### config.mk
export PLATFORM = sky130hd
export DESIGN_NAME = datapath
export DESIGN_NICKNAME = d
export VERILOG_FILES = /design/src/core_pkg.sv /design/src/fetch_stage.sv /design/src/decoder.sv /design/src/regfile.sv /design/src/exe_stage.sv /design/src/control_unit.sv /design/src/datapath.sv
export SDC_FILE = /design/constraint.sdc
export NUM_CORES = 2
export LEC_CHECK = 0
export BUFFER_PORTS_ARGS = -buffer_cell sky130_fd_sc_hd__buf_2
export CAP_MARGIN = 20
export CELL_PAD_IN_SITES_DETAIL_PLACEMENT = 1
export CELL_PAD_IN_SITES_GLOBAL_PLACEMENT = 1
export CORE_MARGIN = 2
export CORE_UTILIZATION = 57
export DETAILED_ROUTE_END_ITERATION = 12
export HOLD_SLACK_MARGIN = 0.15
export PLACE_DENSITY_LB_ADDON = 0.05
export SLEW_MARGIN = 10
export SYNTH_ARGS = -nofsm -noshare
export SYNTH_HDL_FRONTEND = slang
export SYNTH_HIERARCHICAL = 1
export SYNTH_SLANG_ARGS = --single-unit
### constraint.sdc
create_clock -name clk_i -period 11.1 [get_ports clk_i]
set_clock_uncertainty 0.1 [all_clocks]
set_input_delay 3.33 -clock clk_i [delete_from_list [all_inputs] [get_ports clk_i]]
set_output_delay 3.33 -clock clk_i [all_outputs]
set_load 0.01 [all_outputs]
### src/core_pkg.sv
/*
 * Core package
 * Widths, RV32I subset encodings, ALU operations and the
 * instruction word with its register and branch views
 */
package core_pkg;

    localparam int xlen       = 32;
    localparam int reg_addr_w = 5;

    // Major opcodes of the supported subset
    localparam logic [6:0] op_reg    = 7'b0110011;
    localparam logic [6:0] op_imm    = 7'b0010011;
    localparam logic [6:0] op_lui    = 7'b0110111;
    localparam logic [6:0] op_branch = 7'b1100011;

    // funct3 encodings
    localparam logic [2:0] f3_add_sub = 3'b000;
    localparam logic [2:0] f3_xor     = 3'b100;
    localparam logic [2:0] f3_or      = 3'b110;
    localparam logic [2:0] f3_and     = 3'b111;
    localparam logic [2:0] f3_beq     = 3'b000;
    localparam logic [2:0] f3_bne     = 3'b001;

    // funct7 that turns ADD into SUB
    localparam logic [6:0] f7_sub = 7'b0100000;

    typedef enum logic [2:0] {
        alu_add,
        alu_sub,
        alu_and,
        alu_or,
        alu_xor,
        alu_pass_b
    } alu_op_t;

    // Register layout, its upper fields also carry the I and U immediates
    typedef struct packed {
        logic [6:0]            funct7;
        logic [reg_addr_w-1:0] rs2;
        logic [reg_addr_w-1:0] rs1;
        logic [2:0]            funct3;
        logic [reg_addr_w-1:0] rd;
        logic [6:0]            opcode;
    } r_type_t;

    // Branch layout with the scattered offset bits
    typedef struct packed {
        logic                  imm_12;
        logic [5:0]            imm_10_5;
        logic [reg_addr_w-1:0] rs2;
        logic [reg_addr_w-1:0] rs1;
        logic [2:0]            funct3;
        logic [3:0]            imm_4_1;
        logic                  imm_11;
        logic [6:0]            opcode;
    } b_type_t;

    typedef union packed {
        r_type_t r;
        b_type_t b;
    } instr_t;

endpackage

### src/fetch_stage.sv
/*
 * Fetch stage
 * Program counter with branch redirect and hold, drives the
 * instruction memory request and the fetched slot
 */
module fetch_stage #(
    parameter logic [core_pkg::xlen-1:0] reset_addr = '0
) (
    input  logic                      clk_i,
    input  logic                      rstn_i,
    input  logic                      hold_i,
    input  logic                      redirect_i,
    input  logic [core_pkg::xlen-1:0] target_i,
    output logic [core_pkg::xlen-1:0] imem_addr_o,
    output logic                      imem_req_o,
    output logic [core_pkg::xlen-1:0] pc_o,
    output logic                      valid_o
);

    logic [core_pkg::xlen-1:0] pc_q;
    logic                      req_q;

    always_ff @(posedge clk_i or negedge rstn_i) begin
        if (!rstn_i) begin
            pc_q  <= reset_addr;
            req_q <= 1'b0;
        end else begin
            // No request during the first cycle out of reset
            req_q <= 1'b1;
            if (redirect_i) begin
                pc_q <= target_i;
            end else if (!hold_i) begin
                pc_q <= pc_q + core_pkg::xlen'(4);
            end
        end
    end

    assign imem_addr_o = pc_q;
    assign imem_req_o  = req_q;
    assign pc_o        = pc_q;

    // Slot is dropped when memory is late or a branch redirects
    assign valid_o = req_q && !hold_i && !redirect_i;

endmodule

### src/decoder.sv
/*
 * Instruction decoder
 * Register addresses, immediate, ALU operation and control bits
 * for the RV32I subset, unsupported words decode to a bubble
 */
module decoder (
    input  core_pkg::instr_t                instr_i,
    input  logic                            valid_i,
    output logic [core_pkg::reg_addr_w-1:0] rs1_o,
    output logic [core_pkg::reg_addr_w-1:0] rs2_o,
    output logic [core_pkg::reg_addr_w-1:0] rd_o,
    output logic [core_pkg::xlen-1:0]       imm_o,
    output core_pkg::alu_op_t               alu_op_o,
    output logic                            use_imm_o,
    output logic                            we_o,
    output logic                            is_branch_o,
    output logic                            branch_ne_o,
    output logic                            valid_o
);

    logic [core_pkg::xlen-1:0] imm_i_type;
    logic [core_pkg::xlen-1:0] imm_u_type;
    logic [core_pkg::xlen-1:0] imm_b_type;
    logic                      legal;

    // I and U immediates come from the register view
    assign imm_i_type = {{20{instr_i.r.funct7[6]}}, instr_i.r.funct7, instr_i.r.rs2};
    assign imm_u_type = {instr_i.r.funct7, instr_i.r.rs2, instr_i.r.rs1,
                         instr_i.r.funct3, 12'b0};
    // Branch offset from the branch view
    assign imm_b_type = {{19{instr_i.b.imm_12}}, instr_i.b.imm_12, instr_i.b.imm_11,
                         instr_i.b.imm_10_5, instr_i.b.imm_4_1, 1'b0};

    assign rs1_o = instr_i.r.rs1;
    assign rs2_o = instr_i.r.rs2;
    assign rd_o  = instr_i.r.rd;

    always_comb begin
        imm_o       = '0;
        alu_op_o    = core_pkg::alu_add;
        use_imm_o   = 1'b0;
        we_o        = 1'b0;
        is_branch_o = 1'b0;
        branch_ne_o = 1'b0;
        legal       = 1'b0;
        case (instr_i.r.opcode)
            core_pkg::op_reg: begin
                we_o = 1'b1;
                legal = (instr_i.r.funct7 == 7'b0);
                case (instr_i.r.funct3)
                    core_pkg::f3_add_sub: begin
                        if (instr_i.r.funct7 == core_pkg::f7_sub) begin
                            alu_op_o = core_pkg::alu_sub;
                            legal    = 1'b1;
                        end
                    end
                    core_pkg::f3_xor: alu_op_o = core_pkg::alu_xor;
                    core_pkg::f3_or:  alu_op_o = core_pkg::alu_or;
                    core_pkg::f3_and: alu_op_o = core_pkg::alu_and;
                    default:          legal = 1'b0;
                endcase
            end
            core_pkg::op_imm: begin
                imm_o     = imm_i_type;
                use_imm_o = 1'b1;
                we_o      = 1'b1;
                legal     = 1'b1;
                case (instr_i.r.funct3)
                    core_pkg::f3_add_sub: alu_op_o = core_pkg::alu_add;
                    core_pkg::f3_xor:     alu_op_o = core_pkg::alu_xor;
                    core_pkg::f3_or:      alu_op_o = core_pkg::alu_or;
                    core_pkg::f3_and:     alu_op_o = core_pkg::alu_and;
                    default:              legal = 1'b0;
                endcase
            end
            core_pkg::op_lui: begin
                imm_o     = imm_u_type;
                alu_op_o  = core_pkg::alu_pass_b;
                use_imm_o = 1'b1;
                we_o      = 1'b1;
                legal     = 1'b1;
            end
            core_pkg::op_branch: begin
                imm_o       = imm_b_type;
                is_branch_o = 1'b1;
                branch_ne_o = (instr_i.b.funct3 == core_pkg::f3_bne);
                legal       = (instr_i.b.funct3 == core_pkg::f3_beq) ||
                              (instr_i.b.funct3 == core_pkg::f3_bne);
            end
            default: legal = 1'b0;
        endcase
        valid_o = valid_i && legal;
    end

endmodule

### src/regfile.sv
/*
 * Integer register file
 * 31 registers plus a hardwired x0, writes pass through to reads
 */
module regfile (
    input  logic                            clk_i,
    input  logic                            rstn_i,
    input  logic                            we_i,
    input  logic [core_pkg::reg_addr_w-1:0] waddr_i,
    input  logic [core_pkg::xlen-1:0]       wdata_i,
    input  logic [core_pkg::reg_addr_w-1:0] raddr1_i,
    input  logic [core_pkg::reg_addr_w-1:0] raddr2_i,
    output logic [core_pkg::xlen-1:0]       rdata1_o,
    output logic [core_pkg::xlen-1:0]       rdata2_o
);

    logic [core_pkg::xlen-1:0] regs_q [1:31];
    logic                      wr_en;

    assign wr_en = we_i && (waddr_i != '0);

    always_ff @(posedge clk_i or negedge rstn_i) begin
        if (!rstn_i) begin
            for (int i = 1; i < 32; i++) begin
                regs_q[i] <= '0;
            end
        end else if (wr_en) begin
            regs_q[waddr_i] <= wdata_i;
        end
    end

    // x0 first, then the write in flight, then the stored value
    assign rdata1_o = (raddr1_i == '0) ? '0 :
                      (wr_en && waddr_i == raddr1_i) ? wdata_i : regs_q[raddr1_i];
    assign rdata2_o = (raddr2_i == '0) ? '0 :
                      (wr_en && waddr_i == raddr2_i) ? wdata_i : regs_q[raddr2_i];

endmodule

### src/exe_stage.sv
/*
 * Execute stage
 * Writeback forwarding, ALU and branch resolution with target
 */
module exe_stage (
    input  logic [core_pkg::xlen-1:0]       pc_i,
    input  logic                            valid_i,
    input  logic [core_pkg::reg_addr_w-1:0] rs1_i,
    input  logic [core_pkg::reg_addr_w-1:0] rs2_i,
    input  logic [core_pkg::xlen-1:0]       op_a_i,
    input  logic [core_pkg::xlen-1:0]       op_b_i,
    input  logic [core_pkg::xlen-1:0]       imm_i,
    input  core_pkg::alu_op_t               alu_op_i,
    input  logic                            use_imm_i,
    input  logic                            is_branch_i,
    input  logic                            branch_ne_i,
    input  logic                            wb_we_i,
    input  logic [core_pkg::reg_addr_w-1:0] wb_rd_i,
    input  logic [core_pkg::xlen-1:0]       wb_data_i,
    output logic [core_pkg::xlen-1:0]       result_o,
    output logic                            branch_taken_o,
    output logic [core_pkg::xlen-1:0]       target_o
);

    logic [core_pkg::xlen-1:0] fwd_a;
    logic [core_pkg::xlen-1:0] fwd_b;
    logic [core_pkg::xlen-1:0] alu_b;
    logic                      wb_hit;
    logic                      equal;

    // Writeback result overrides a stale register read
    assign wb_hit = wb_we_i && (wb_rd_i != '0);
    assign fwd_a  = (wb_hit && wb_rd_i == rs1_i) ? wb_data_i : op_a_i;
    assign fwd_b  = (wb_hit && wb_rd_i == rs2_i) ? wb_data_i : op_b_i;

    assign alu_b = use_imm_i ? imm_i : fwd_b;

    always_comb begin
        case (alu_op_i)
            core_pkg::alu_add:    result_o = fwd_a + alu_b;
            core_pkg::alu_sub:    result_o = fwd_a - alu_b;
            core_pkg::alu_and:    result_o = fwd_a & alu_b;
            core_pkg::alu_or:     result_o = fwd_a | alu_b;
            core_pkg::alu_xor:    result_o = fwd_a ^ alu_b;
            core_pkg::alu_pass_b: result_o = alu_b;
            default:              result_o = '0;
        endcase
    end

    // BEQ and BNE compare the register operands, never the immediate
    assign equal          = (fwd_a == fwd_b);
    assign branch_taken_o = valid_i && is_branch_i && (branch_ne_i ? !equal : equal);
    assign target_o       = pc_i + imm_i;

endmodule

### src/control_unit.sv
/*
 * Pipeline control
 * Fetch hold on a late instruction and flush on a taken branch
 */
module control_unit (
    input  logic clk_i,
    input  logic rstn_i,
    input  logic imem_valid_i,
    input  logic branch_taken_i,
    output logic hold_fetch_o,
    output logic flush_o
);

    logic started_q;

    // Low for the first cycle out of reset
    always_ff @(posedge clk_i or negedge rstn_i) begin
        if (!rstn_i) begin
            started_q <= 1'b0;
        end else begin
            started_q <= 1'b1;
        end
    end

    // Redirect wins over a memory hold
    assign hold_fetch_o = !branch_taken_i && (!started_q || !imem_valid_i);

    // Kills IF/ID, ID/RR and RR/EXE
    assign flush_o = branch_taken_i;

endmodule

### src/datapath.sv
/*
 * RV32I core top level
 * Five stages if, id, rr, exe and wb with their pipeline registers,
 * writeback selection and the commit port
 */
module datapath #(
    parameter logic [core_pkg::xlen-1:0] reset_addr = '0
) (
    input  logic                            clk_i,
    input  logic                            rstn_i,
    output logic [core_pkg::xlen-1:0]       imem_addr_o,
    output logic                            imem_req_o,
    input  logic [core_pkg::xlen-1:0]       imem_data_i,
    input  logic                            imem_valid_i,
    output logic                            commit_valid_o,
    output logic [core_pkg::xlen-1:0]       commit_pc_o,
    output logic                            commit_we_o,
    output logic [core_pkg::reg_addr_w-1:0] commit_rd_o,
    output logic [core_pkg::xlen-1:0]       commit_data_o
);

    logic                            hold_fetch;
    logic                            flush;
    logic                            branch_taken;
    logic [core_pkg::xlen-1:0]       branch_target;
    logic [core_pkg::xlen-1:0]       f_pc;
    logic                            f_valid;

    // IF/ID
    logic [core_pkg::xlen-1:0]       if_pc_q;
    core_pkg::instr_t                if_instr_q;
    logic                            if_valid_q;

    // Decode outputs
    logic [core_pkg::reg_addr_w-1:0] dec_rs1, dec_rs2, dec_rd;
    logic [core_pkg::xlen-1:0]       dec_imm;
    core_pkg::alu_op_t               dec_alu_op;
    logic                            dec_use_imm, dec_we, dec_is_branch;
    logic                            dec_branch_ne, dec_valid;

    // ID/RR
    logic [core_pkg::xlen-1:0]       id_pc_q, id_imm_q;
    logic [core_pkg::reg_addr_w-1:0] id_rs1_q, id_rs2_q, id_rd_q;
    core_pkg::alu_op_t               id_alu_op_q;
    logic                            id_use_imm_q, id_we_q, id_is_branch_q;
    logic                            id_branch_ne_q, id_valid_q;
    logic [core_pkg::xlen-1:0]       rf_rdata1, rf_rdata2;

    // RR/EXE
    logic [core_pkg::xlen-1:0]       rr_pc_q, rr_imm_q, rr_op_a_q, rr_op_b_q;
    logic [core_pkg::reg_addr_w-1:0] rr_rs1_q, rr_rs2_q, rr_rd_q;
    core_pkg::alu_op_t               rr_alu_op_q;
    logic                            rr_use_imm_q, rr_we_q, rr_is_branch_q;
    logic                            rr_branch_ne_q, rr_valid_q;
    logic [core_pkg::xlen-1:0]       exe_result;

    // EXE/WB
    logic [core_pkg::xlen-1:0]       wb_pc_q, wb_result_q;
    logic [core_pkg::reg_addr_w-1:0] wb_rd_q;
    logic                            wb_we_q, wb_valid_q;
    logic                            wb_write;

    control_unit control_unit_i (
        .clk_i          (clk_i),
        .rstn_i         (rstn_i),
        .imem_valid_i   (imem_valid_i),
        .branch_taken_i (branch_taken),
        .hold_fetch_o   (hold_fetch),
        .flush_o        (flush)
    );

    fetch_stage #(
        .reset_addr (reset_addr)
    ) fetch_stage_i (
        .clk_i       (clk_i),
        .rstn_i      (rstn_i),
        .hold_i      (hold_fetch),
        .redirect_i  (branch_taken),
        .target_i    (branch_target),
        .imem_addr_o (imem_addr_o),
        .imem_req_o  (imem_req_o),
        .pc_o        (f_pc),
        .valid_o     (f_valid)
    );

    decoder decoder_i (
        .instr_i     (if_instr_q),
        .valid_i     (if_valid_q),
        .rs1_o       (dec_rs1),
        .rs2_o       (dec_rs2),
        .rd_o        (dec_rd),
        .imm_o       (dec_imm),
        .alu_op_o    (dec_alu_op),
        .use_imm_o   (dec_use_imm),
        .we_o        (dec_we),
        .is_branch_o (dec_is_branch),
        .branch_ne_o (dec_branch_ne),
        .valid_o     (dec_valid)
    );

    regfile regfile_i (
        .clk_i    (clk_i),
        .rstn_i   (rstn_i),
        .we_i     (wb_write),
        .waddr_i  (wb_rd_q),
        .wdata_i  (wb_result_q),
        .raddr1_i (id_rs1_q),
        .raddr2_i (id_rs2_q),
        .rdata1_o (rf_rdata1),
        .rdata2_o (rf_rdata2)
    );

    exe_stage exe_stage_i (
        .pc_i           (rr_pc_q),
        .valid_i        (rr_valid_q),
        .rs1_i          (rr_rs1_q),
        .rs2_i          (rr_rs2_q),
        .op_a_i         (rr_op_a_q),
        .op_b_i         (rr_op_b_q),
        .imm_i          (rr_imm_q),
        .alu_op_i       (rr_alu_op_q),
        .use_imm_i      (rr_use_imm_q),
        .is_branch_i    (rr_is_branch_q),
        .branch_ne_i    (rr_branch_ne_q),
        .wb_we_i        (wb_write),
        .wb_rd_i        (wb_rd_q),
        .wb_data_i      (wb_result_q),
        .result_o       (exe_result),
        .branch_taken_o (branch_taken),
        .target_o       (branch_target)
    );

    // Stage valid bits, a taken branch kills the three younger slots
    always_ff @(posedge clk_i or negedge rstn_i) begin
        if (!rstn_i) begin
            if_valid_q <= 1'b0;
            id_valid_q <= 1'b0;
            rr_valid_q <= 1'b0;
            wb_valid_q <= 1'b0;
        end else begin
            if_valid_q <= f_valid && !flush;
            id_valid_q <= dec_valid && !flush;
            rr_valid_q <= id_valid_q && !flush;
            wb_valid_q <= rr_valid_q;
        end
    end

    // Payload moves every cycle, the pipeline never stalls
    always_ff @(posedge clk_i) begin
        if_pc_q        <= f_pc;
        if_instr_q     <= imem_data_i;

        id_pc_q        <= if_pc_q;
        id_rs1_q       <= dec_rs1;
        id_rs2_q       <= dec_rs2;
        id_rd_q        <= dec_rd;
        id_imm_q       <= dec_imm;
        id_alu_op_q    <= dec_alu_op;
        id_use_imm_q   <= dec_use_imm;
        id_we_q        <= dec_we;
        id_is_branch_q <= dec_is_branch;
        id_branch_ne_q <= dec_branch_ne;

        rr_pc_q        <= id_pc_q;
        rr_rs1_q       <= id_rs1_q;
        rr_rs2_q       <= id_rs2_q;
        rr_rd_q        <= id_rd_q;
        rr_op_a_q      <= rf_rdata1;
        rr_op_b_q      <= rf_rdata2;
        rr_imm_q       <= id_imm_q;
        rr_alu_op_q    <= id_alu_op_q;
        rr_use_imm_q   <= id_use_imm_q;
        rr_we_q        <= id_we_q;
        rr_is_branch_q <= id_is_branch_q;
        rr_branch_ne_q <= id_branch_ne_q;

        wb_pc_q        <= rr_pc_q;
        wb_rd_q        <= rr_rd_q;
        wb_we_q        <= rr_we_q;
        wb_result_q    <= exe_result;
    end

    // Writeback only for a live slot with a real destination
    assign wb_write = wb_valid_q && wb_we_q && (wb_rd_q != '0);

    assign commit_valid_o = wb_valid_q;
    assign commit_pc_o    = wb_pc_q;
    assign commit_we_o    = wb_write;
    assign commit_rd_o    = wb_write ? wb_rd_q : '0;
    assign commit_data_o  = wb_write ? wb_result_q : '0;

endmodule

; ---- Word level (Yosys, flattened, before mapping)
; Cells that the tools add are included.
[word_totals]
register_bits = 1399
input_bits = 35
elab_cells = 165
[op_classes]
n_bitwise = 6
n_reduce_logical = 34
muxes = 32
n_addsub = 4
order_cmp = 4
n_eq_ne = 20
[ops]
columns = operator, n
row1 = $bwmux 992, 1
row2 = $mux 32, 13
row3 = $bmux 32 s5, 2
row4 = $pmux 32 s6, 1
row5 = $demux 32 s5, 1
row6 = $pmux 32 s3, 1
row7 = $add 32x32->32, 2
row8 = $add 32x3->32 const B, 1
row9 = $and 32x32->32, 1
row10 = $eq 32x32->1, 1
row11 = $or 32x32->32, 1
row12 = $sub 32x32->32, 1
row13 = $xor 32x32->32, 1
row14 = $eq 7x6->1 const B, 3
row15 = $eq 5x5->1, 4
row16 = $ge 6x6->1 const B, 3
row17 = $not 5->6, 3
row18 = $pmux 3 s3, 2
row19 = $logic_and 1x1->1, 17
row20 = $eq 3x3->1 const B, 5
row21 = $pmux 3 s4, 1
row22 = $logic_not 5->1, 2
row23 = $eq 7x5->1 const B, 1
row24 = $eq 7x7->1 const B, 1
row25 = 16 further kinds, 31

; ---- Longest topological paths before layout
[logic_depth]
ltp_word = 15
depth_mapped = 25

; ---- By module
; The synthesis kept the hierarchy.
[by_module_without_submodules]
columns = module, instances, area_each_um2, seq_area_each_um2, cells_each
row1 = regfile, 1, 53512.6, 24823.8, 3691
row2 = datapath, 1, 8002.7, 7507.2, 464
row3 = exe_stage, 1, 7865.0, 0.0, 1108
row4 = fetch_stage, 1, 2123.3, 825.8, 238
row5 = decoder, 1, 651.9, 0.0, 84
row6 = control_unit, 1, 45.0, 25.0, 4

; ---- Worst setup path before layout
; No wires, ideal clock.
[synth_timing]
path_kind = flip-flop to flip-flop
from = register wb_rd_q[3] (netlist bit)
to = register wb_result_q[22] (netlist bit)
path_stages_with_launch = 22
path_slack_ns = 5.488
arrival_ns = 5.383
t_required_ns = 10.871
period_less_slack_ns = 5.612
setup_ns = 0.129
cell_sequence = dfxtp_1 -> clkinv_1 -> clkbuf_1 -> a21oi_2 -> nand4_1 -> o21ai_0 -> a31oi_2 -> or4_4 -> or4b_4 -> o21ai_0 -> xnor2_1 -> ha_1 -> nand2_1 -> nand2_1 -> a21o_1 -> a21oi_1 -> o21ai_0 -> o41ai_1 -> o22ai_1 -> o21ai_0 -> mux2i_1 -> o21ai_0
[synth_via]
elab_chain_cells = 8
word_cells_on_any_way = 16
classes_between = 2 x add/sub / 2 x eq/ne / 4 x mux / 3 x bitwise / 5 x reduce/logical
[synth_lines]
columns = element, line_no
row1 = "start, declared", datapath.sv:59  ; logic [core_pkg::reg_addr_w-1:0] wb_rd_q;
row2 = "start signal, assigned", datapath.sv:178  ; wb_rd_q <= rr_rd_q;
row3 = $reduce_bool 5->1 *, datapath.sv:184  ; assign wb_write = wb_valid_q && wb_we_q && (wb_rd_q != '0);
row4 = $logic_and 1x1->1 *, datapath.sv:184
row5 = named net commit_we_o, datapath.sv:17  ; output logic commit_we_o,
row6 = $logic_and 1x1->1 *, exe_stage.sv:32  ; assign wb_hit = wb_we_i && (wb_rd_i != '0);
row7 = $logic_and 1x1->1, exe_stage.sv:34  ; assign fwd_b = (wb_hit && wb_rd_i == rs2_i) ? wb_data_i : op_b_i;
row8 = $mux 32, exe_stage.sv:34
row9 = $mux 32, exe_stage.sv:36  ; assign alu_b = use_imm_i ? imm_i : fwd_b;
row10 = $sub 32x32->32 (tied with other cells), exe_stage.sv:41  ; core_pkg::alu_sub: result_o = fwd_a - alu_b;
row11 = $pmux 32 s6 *, exe_stage.sv:39  ; case (alu_op_i)
row12 = named net exe_result (one bit), datapath.sv:55  ; logic [core_pkg::xlen-1:0] exe_result;
row13 = "end signal, assigned", datapath.sv:180  ; wb_result_q <= exe_result;
row14 = "end, declared", datapath.sv:58  ; logic [core_pkg::xlen-1:0] wb_pc_q, wb_result_q;
; Mark *: on every way through the listed nets, which the timed path passes. The rest lies on a longest branch.
; A chain may end at the register's enable or synchronous reset.

; ---- Worst setup path after layout
[layout_timing]
from = register wb_rd_q[3] (netlist bit)
to = register fetch_stage_i.pc_q (netlist bit fetch_stage_i/imem_addr_o[30])
[layout_via]
elab_chain_cells = 12
word_cells_on_any_way = 17
classes_between = 4 x eq/ne / 4 x mux / 9 x reduce/logical
[layout_lines]
columns = element, line_no
row1 = $reduce_bool 5->1, "exe_stage.sv:32, datapath.sv:184"
row2 = $logic_and 1x1->1, datapath.sv:184
row3 = $logic_and 1x1->1, exe_stage.sv:32
row4 = $logic_and 1x1->1 (on tied branches), "exe_stage.sv:33, exe_stage.sv:34"
row5 = $mux 32 (on tied branches), "exe_stage.sv:33, exe_stage.sv:34"
row6 = $eq 32x32->1 *, exe_stage.sv:51  ; assign equal = (fwd_a == fwd_b);
row7 = $logic_not 1->1, exe_stage.sv:52  ; assign branch_taken_o = valid_i && is_branch_i && (branch_ne_i ? !equal : equal);
row8 = $mux 1 *, exe_stage.sv:52
row9 = $logic_and 1x1->1 *, exe_stage.sv:52
row10 = named net branch_taken, datapath.sv:24  ; logic branch_taken;
row11 = $logic_not 1->1 *, control_unit.sv:26  ; assign hold_fetch_o = !branch_taken_i && (!started_q || !imem_valid_i);
row12 = $logic_and 1x1->1 *, control_unit.sv:26
row13 = named net hold_fetch, datapath.sv:22  ; logic hold_fetch;
row14 = $ne 2x2->1 (no source line) *, --
row15 = "end signal, assigned", fetch_stage.sv:25  ; pc_q <= reset_addr;
row16 = "end signal, assigned", fetch_stage.sv:31  ; pc_q <= target_i;
row17 = "end signal, assigned", fetch_stage.sv:33  ; pc_q <= pc_q + core_pkg::xlen'(4);
row18 = "end, declared", fetch_stage.sv:20  ; logic [core_pkg::xlen-1:0] pc_q;
; Marked as above.

==> metrics.txt <==
Final period util=0.7405; cell taking the most area after synthesis=dfrtp_1; largest net degree at the start of global routing=163; synth unique cells=104; DRC=0; share of cells above drive strength 1=0.3746; total global-route track usage=0.3834; Yosys top cell area share=0.3570; Slew @ Worst Pin=1092 ps; Sink Count=1,400; CP bufs+invs=3; part of the power in combinational logic=0.136; status=finished clean; worst-path maximum fanout=49; slowest cell delay on critical path=880 ps; core area=125,700 um2; Non-Filler Instances=7,256; wire per inst=34.34 um; vias per cell=7.020; Yosys reg bits=1,400; Die Footprint=129,500 um2; Top delay family on crit path=simple AND/OR/NAND/NOR gates; FP Rows=130; Sw Pwr=3.619 mW; RSZ-0062 raised after global routing=false; highest ir drop seen on vdd=0.0001624 V; Post-Syn Area per Cell=12.92 um2; Reg power frac=0.446; htree depth=4; DR iter-0 viols=5,816; cells after synthesis=5,589; final core occ=0.6257; FMAX=0.1217 GHz; initial core utilization=0.5742; gr ovfl total=0; hold path depth=0; Seq/Total Area, Yosys=0.4596; vias in the first global route=52,940; CTS root buffer=clkbuf_16; design area=78,670 um2; RD Place Congestion=0.9996; largest cells by area after synthesis=dfrtp_1, mux2_2, mux4_2; CTS clock-pin slew for the worst setup and hold paths=70 ps; WP data required=11,710 ps; layout net count=5,643; Vias=50,940; height of the die=359.9 um; crit path cell chain=clkinv_1 -> a21oi_2 -> o21ai_0 -> nor4_2 -> buf_4 -> mux2i_1 -> xor2_1 -> nor4_1 -> nand4_1 -> nor3_1 -> xor2_1 -> and3_2 -> buf_4 -> a21oi_2 -> nand3b_1 -> or4_1 -> or3_1 -> a31oi_1; TritonCTS clock tree=built; dominant cell by count in the synthesized netlist=mux2_2; Tot Pwr=12.38 mW; number of gates resized after cts=0; port buffer count=138; Routed Antenna Nets=0; clock power share=0.418; sw frac=0.2923; Num CTS Buffers=151; Pins Over Slew Limit=0; first-pass GRT wire length=365,700 um; # hold bufs at CTS=0; setup_tns=0 ps; Setup WS pre-CTS=3152 ps; Synth Cell Area=72,200 um2; P_leak=36.53 nW; hold_ws=225.8 ps; Synthesized Nets=5,753; max_cap viols=0; DIE WIDTH=359.9 um; hold crit path type=reg -> reg; initial antenna violation count=7; Setup crit start kind=register; EDFF count, synth=0; Final min period=8219 ps; CP Capture Type=register; aggregate routed wire length=249,200 um; drt pass-1 iters=6; Int Pwr=8.764 mW; Setup CP Type=reg -> reg; maximum clock insertion buffer count=3; endpoints failing setup=0; max_slew headroom=0.2719; Area Growth Syn to Fin=8.966%; number of setup buffers added after CTS=0; critical path arrival=8830 ps; yosys warns=6; fraction of registers with async set/reset=0.7357; Pwr per Cell Area=157.4 nW/um2; Critical Path Stages=18; Final Hold Vio Count=0; final worst slack=2881 ps; dpl cells=6,976; Main synth FF type=dfrtp_1; CP max stage cell=clkinv_1; Ports=139; latest clock arrival within the worst-skew pair=800 ps; worst reg2reg path depth=18; Post-Place Cell Area=73,600 um2; Synth top cells by count=mux2_2, dfrtp_1, dfxtp_1; DP HPWL=152,200 um
-- sequential cells by signal, indices dropped and copies added (netlist names), 32 cells and up --
signal,cells
rr_imm_q,32
commit_pc_o,32
id_imm_q,32
if_pc_q,32
rr_pc_q,32
wb_result_q,32
rr_op_b_q,32
if_instr_q,32
fetch_stage_i/imem_addr_o,32
rr_op_a_q,32
regfile_i/regs_q,992
id_pc_q,32
-- layout by cell type (no fill, tap or decap), types with 132 or more instances in the layout --
cell type / n
nor2_1: 181
dfxtp_1: 359
buf_2: 137
mux2i_1: 168
mux2_2: 1101
mux4_2: 344
dfrtp_1: 1030
a21oi_1: 172
nand2_1: 170
a22oi_1: 132
clkbuf_16: 159
-- power by group through the flow --
| stage | sequential (mW) | clock (mW) | combinational [mW] |
|---|---|---|---|
| after floorplan | 5.56 | 0 | 0.972 |
| after global placement | 5.60 | 0 | 1.63 |
| after detailed placement | 5.60 | 0 | 1.64 |
| after CTS | 5.51 | 5.23 | 1.66 |
| after global routing | 5.53 | 5.43 | 1.80 |
| final | 5.52 | 5.18 | 1.69 |
-- logic make-up after synthesis --
| logic type | share of synthesized area |
|---|---|
| compound gates | 0.08329 |
| xor+xnor | 0.01783 |
| fa+ha+maj | 0.02256 |
| buf+inv | 0.04433 |
| flops | 0.4596 |
| mux | 0.3198 |
| other cells | 0.0001040 |
| simple gates | 0.05249 |
-- metal layers --
| metal | vias up | wire length (um) | GRT usage | part of all wire |
|---|---|---|---|---|
| li1 | 20770 | - | - | - |
| met1 | 27240 | 103400 | 0.5279 | 0.42 |
| met3 | 613 | 19260 | 0.06971 | 0.077 |
| met5 | - | 34 | 0 | 0.00014 |
| met2 | 2311 | 114400 | 0.5979 | 0.46 |
| met4 | 6 | 12080 | 0.1689 | 0.048 |
-- final timing paths --
check / from / endpoint / slack (ps)
hold / removal: id_imm_q[21] / rr_imm_q[21] / 230
setup reg to reg: wb_rd_q[3] / fetch_stage_i/imem_addr_o[30] / 2880
max in group asynchronous: rstn_i / regfile_i/regs_q[245] / 6390
hold reg to reg: id_imm_q[21] / rr_imm_q[21] / 230
setup / recovery: wb_rd_q[3] / fetch_stage_i/imem_addr_o[30] / 2880
min in group asynchronous: rstn_i / regfile_i/regs_q[260] / 2450
-- final cells by class --
type / count / area (um2)
sequential: 1400 / 33210
tap: 1650 / 2064
clock inverter: 52 / 519.2
fill: 11940 / 47060
multi-input combinational: 3550 / 36130
inverter: 104 / 390.4
antenna: 2 / 5.005
timing repair buffer: 272 / 1802
clock buffer: 226 / 4551
(Power assumes the default switching activity.)
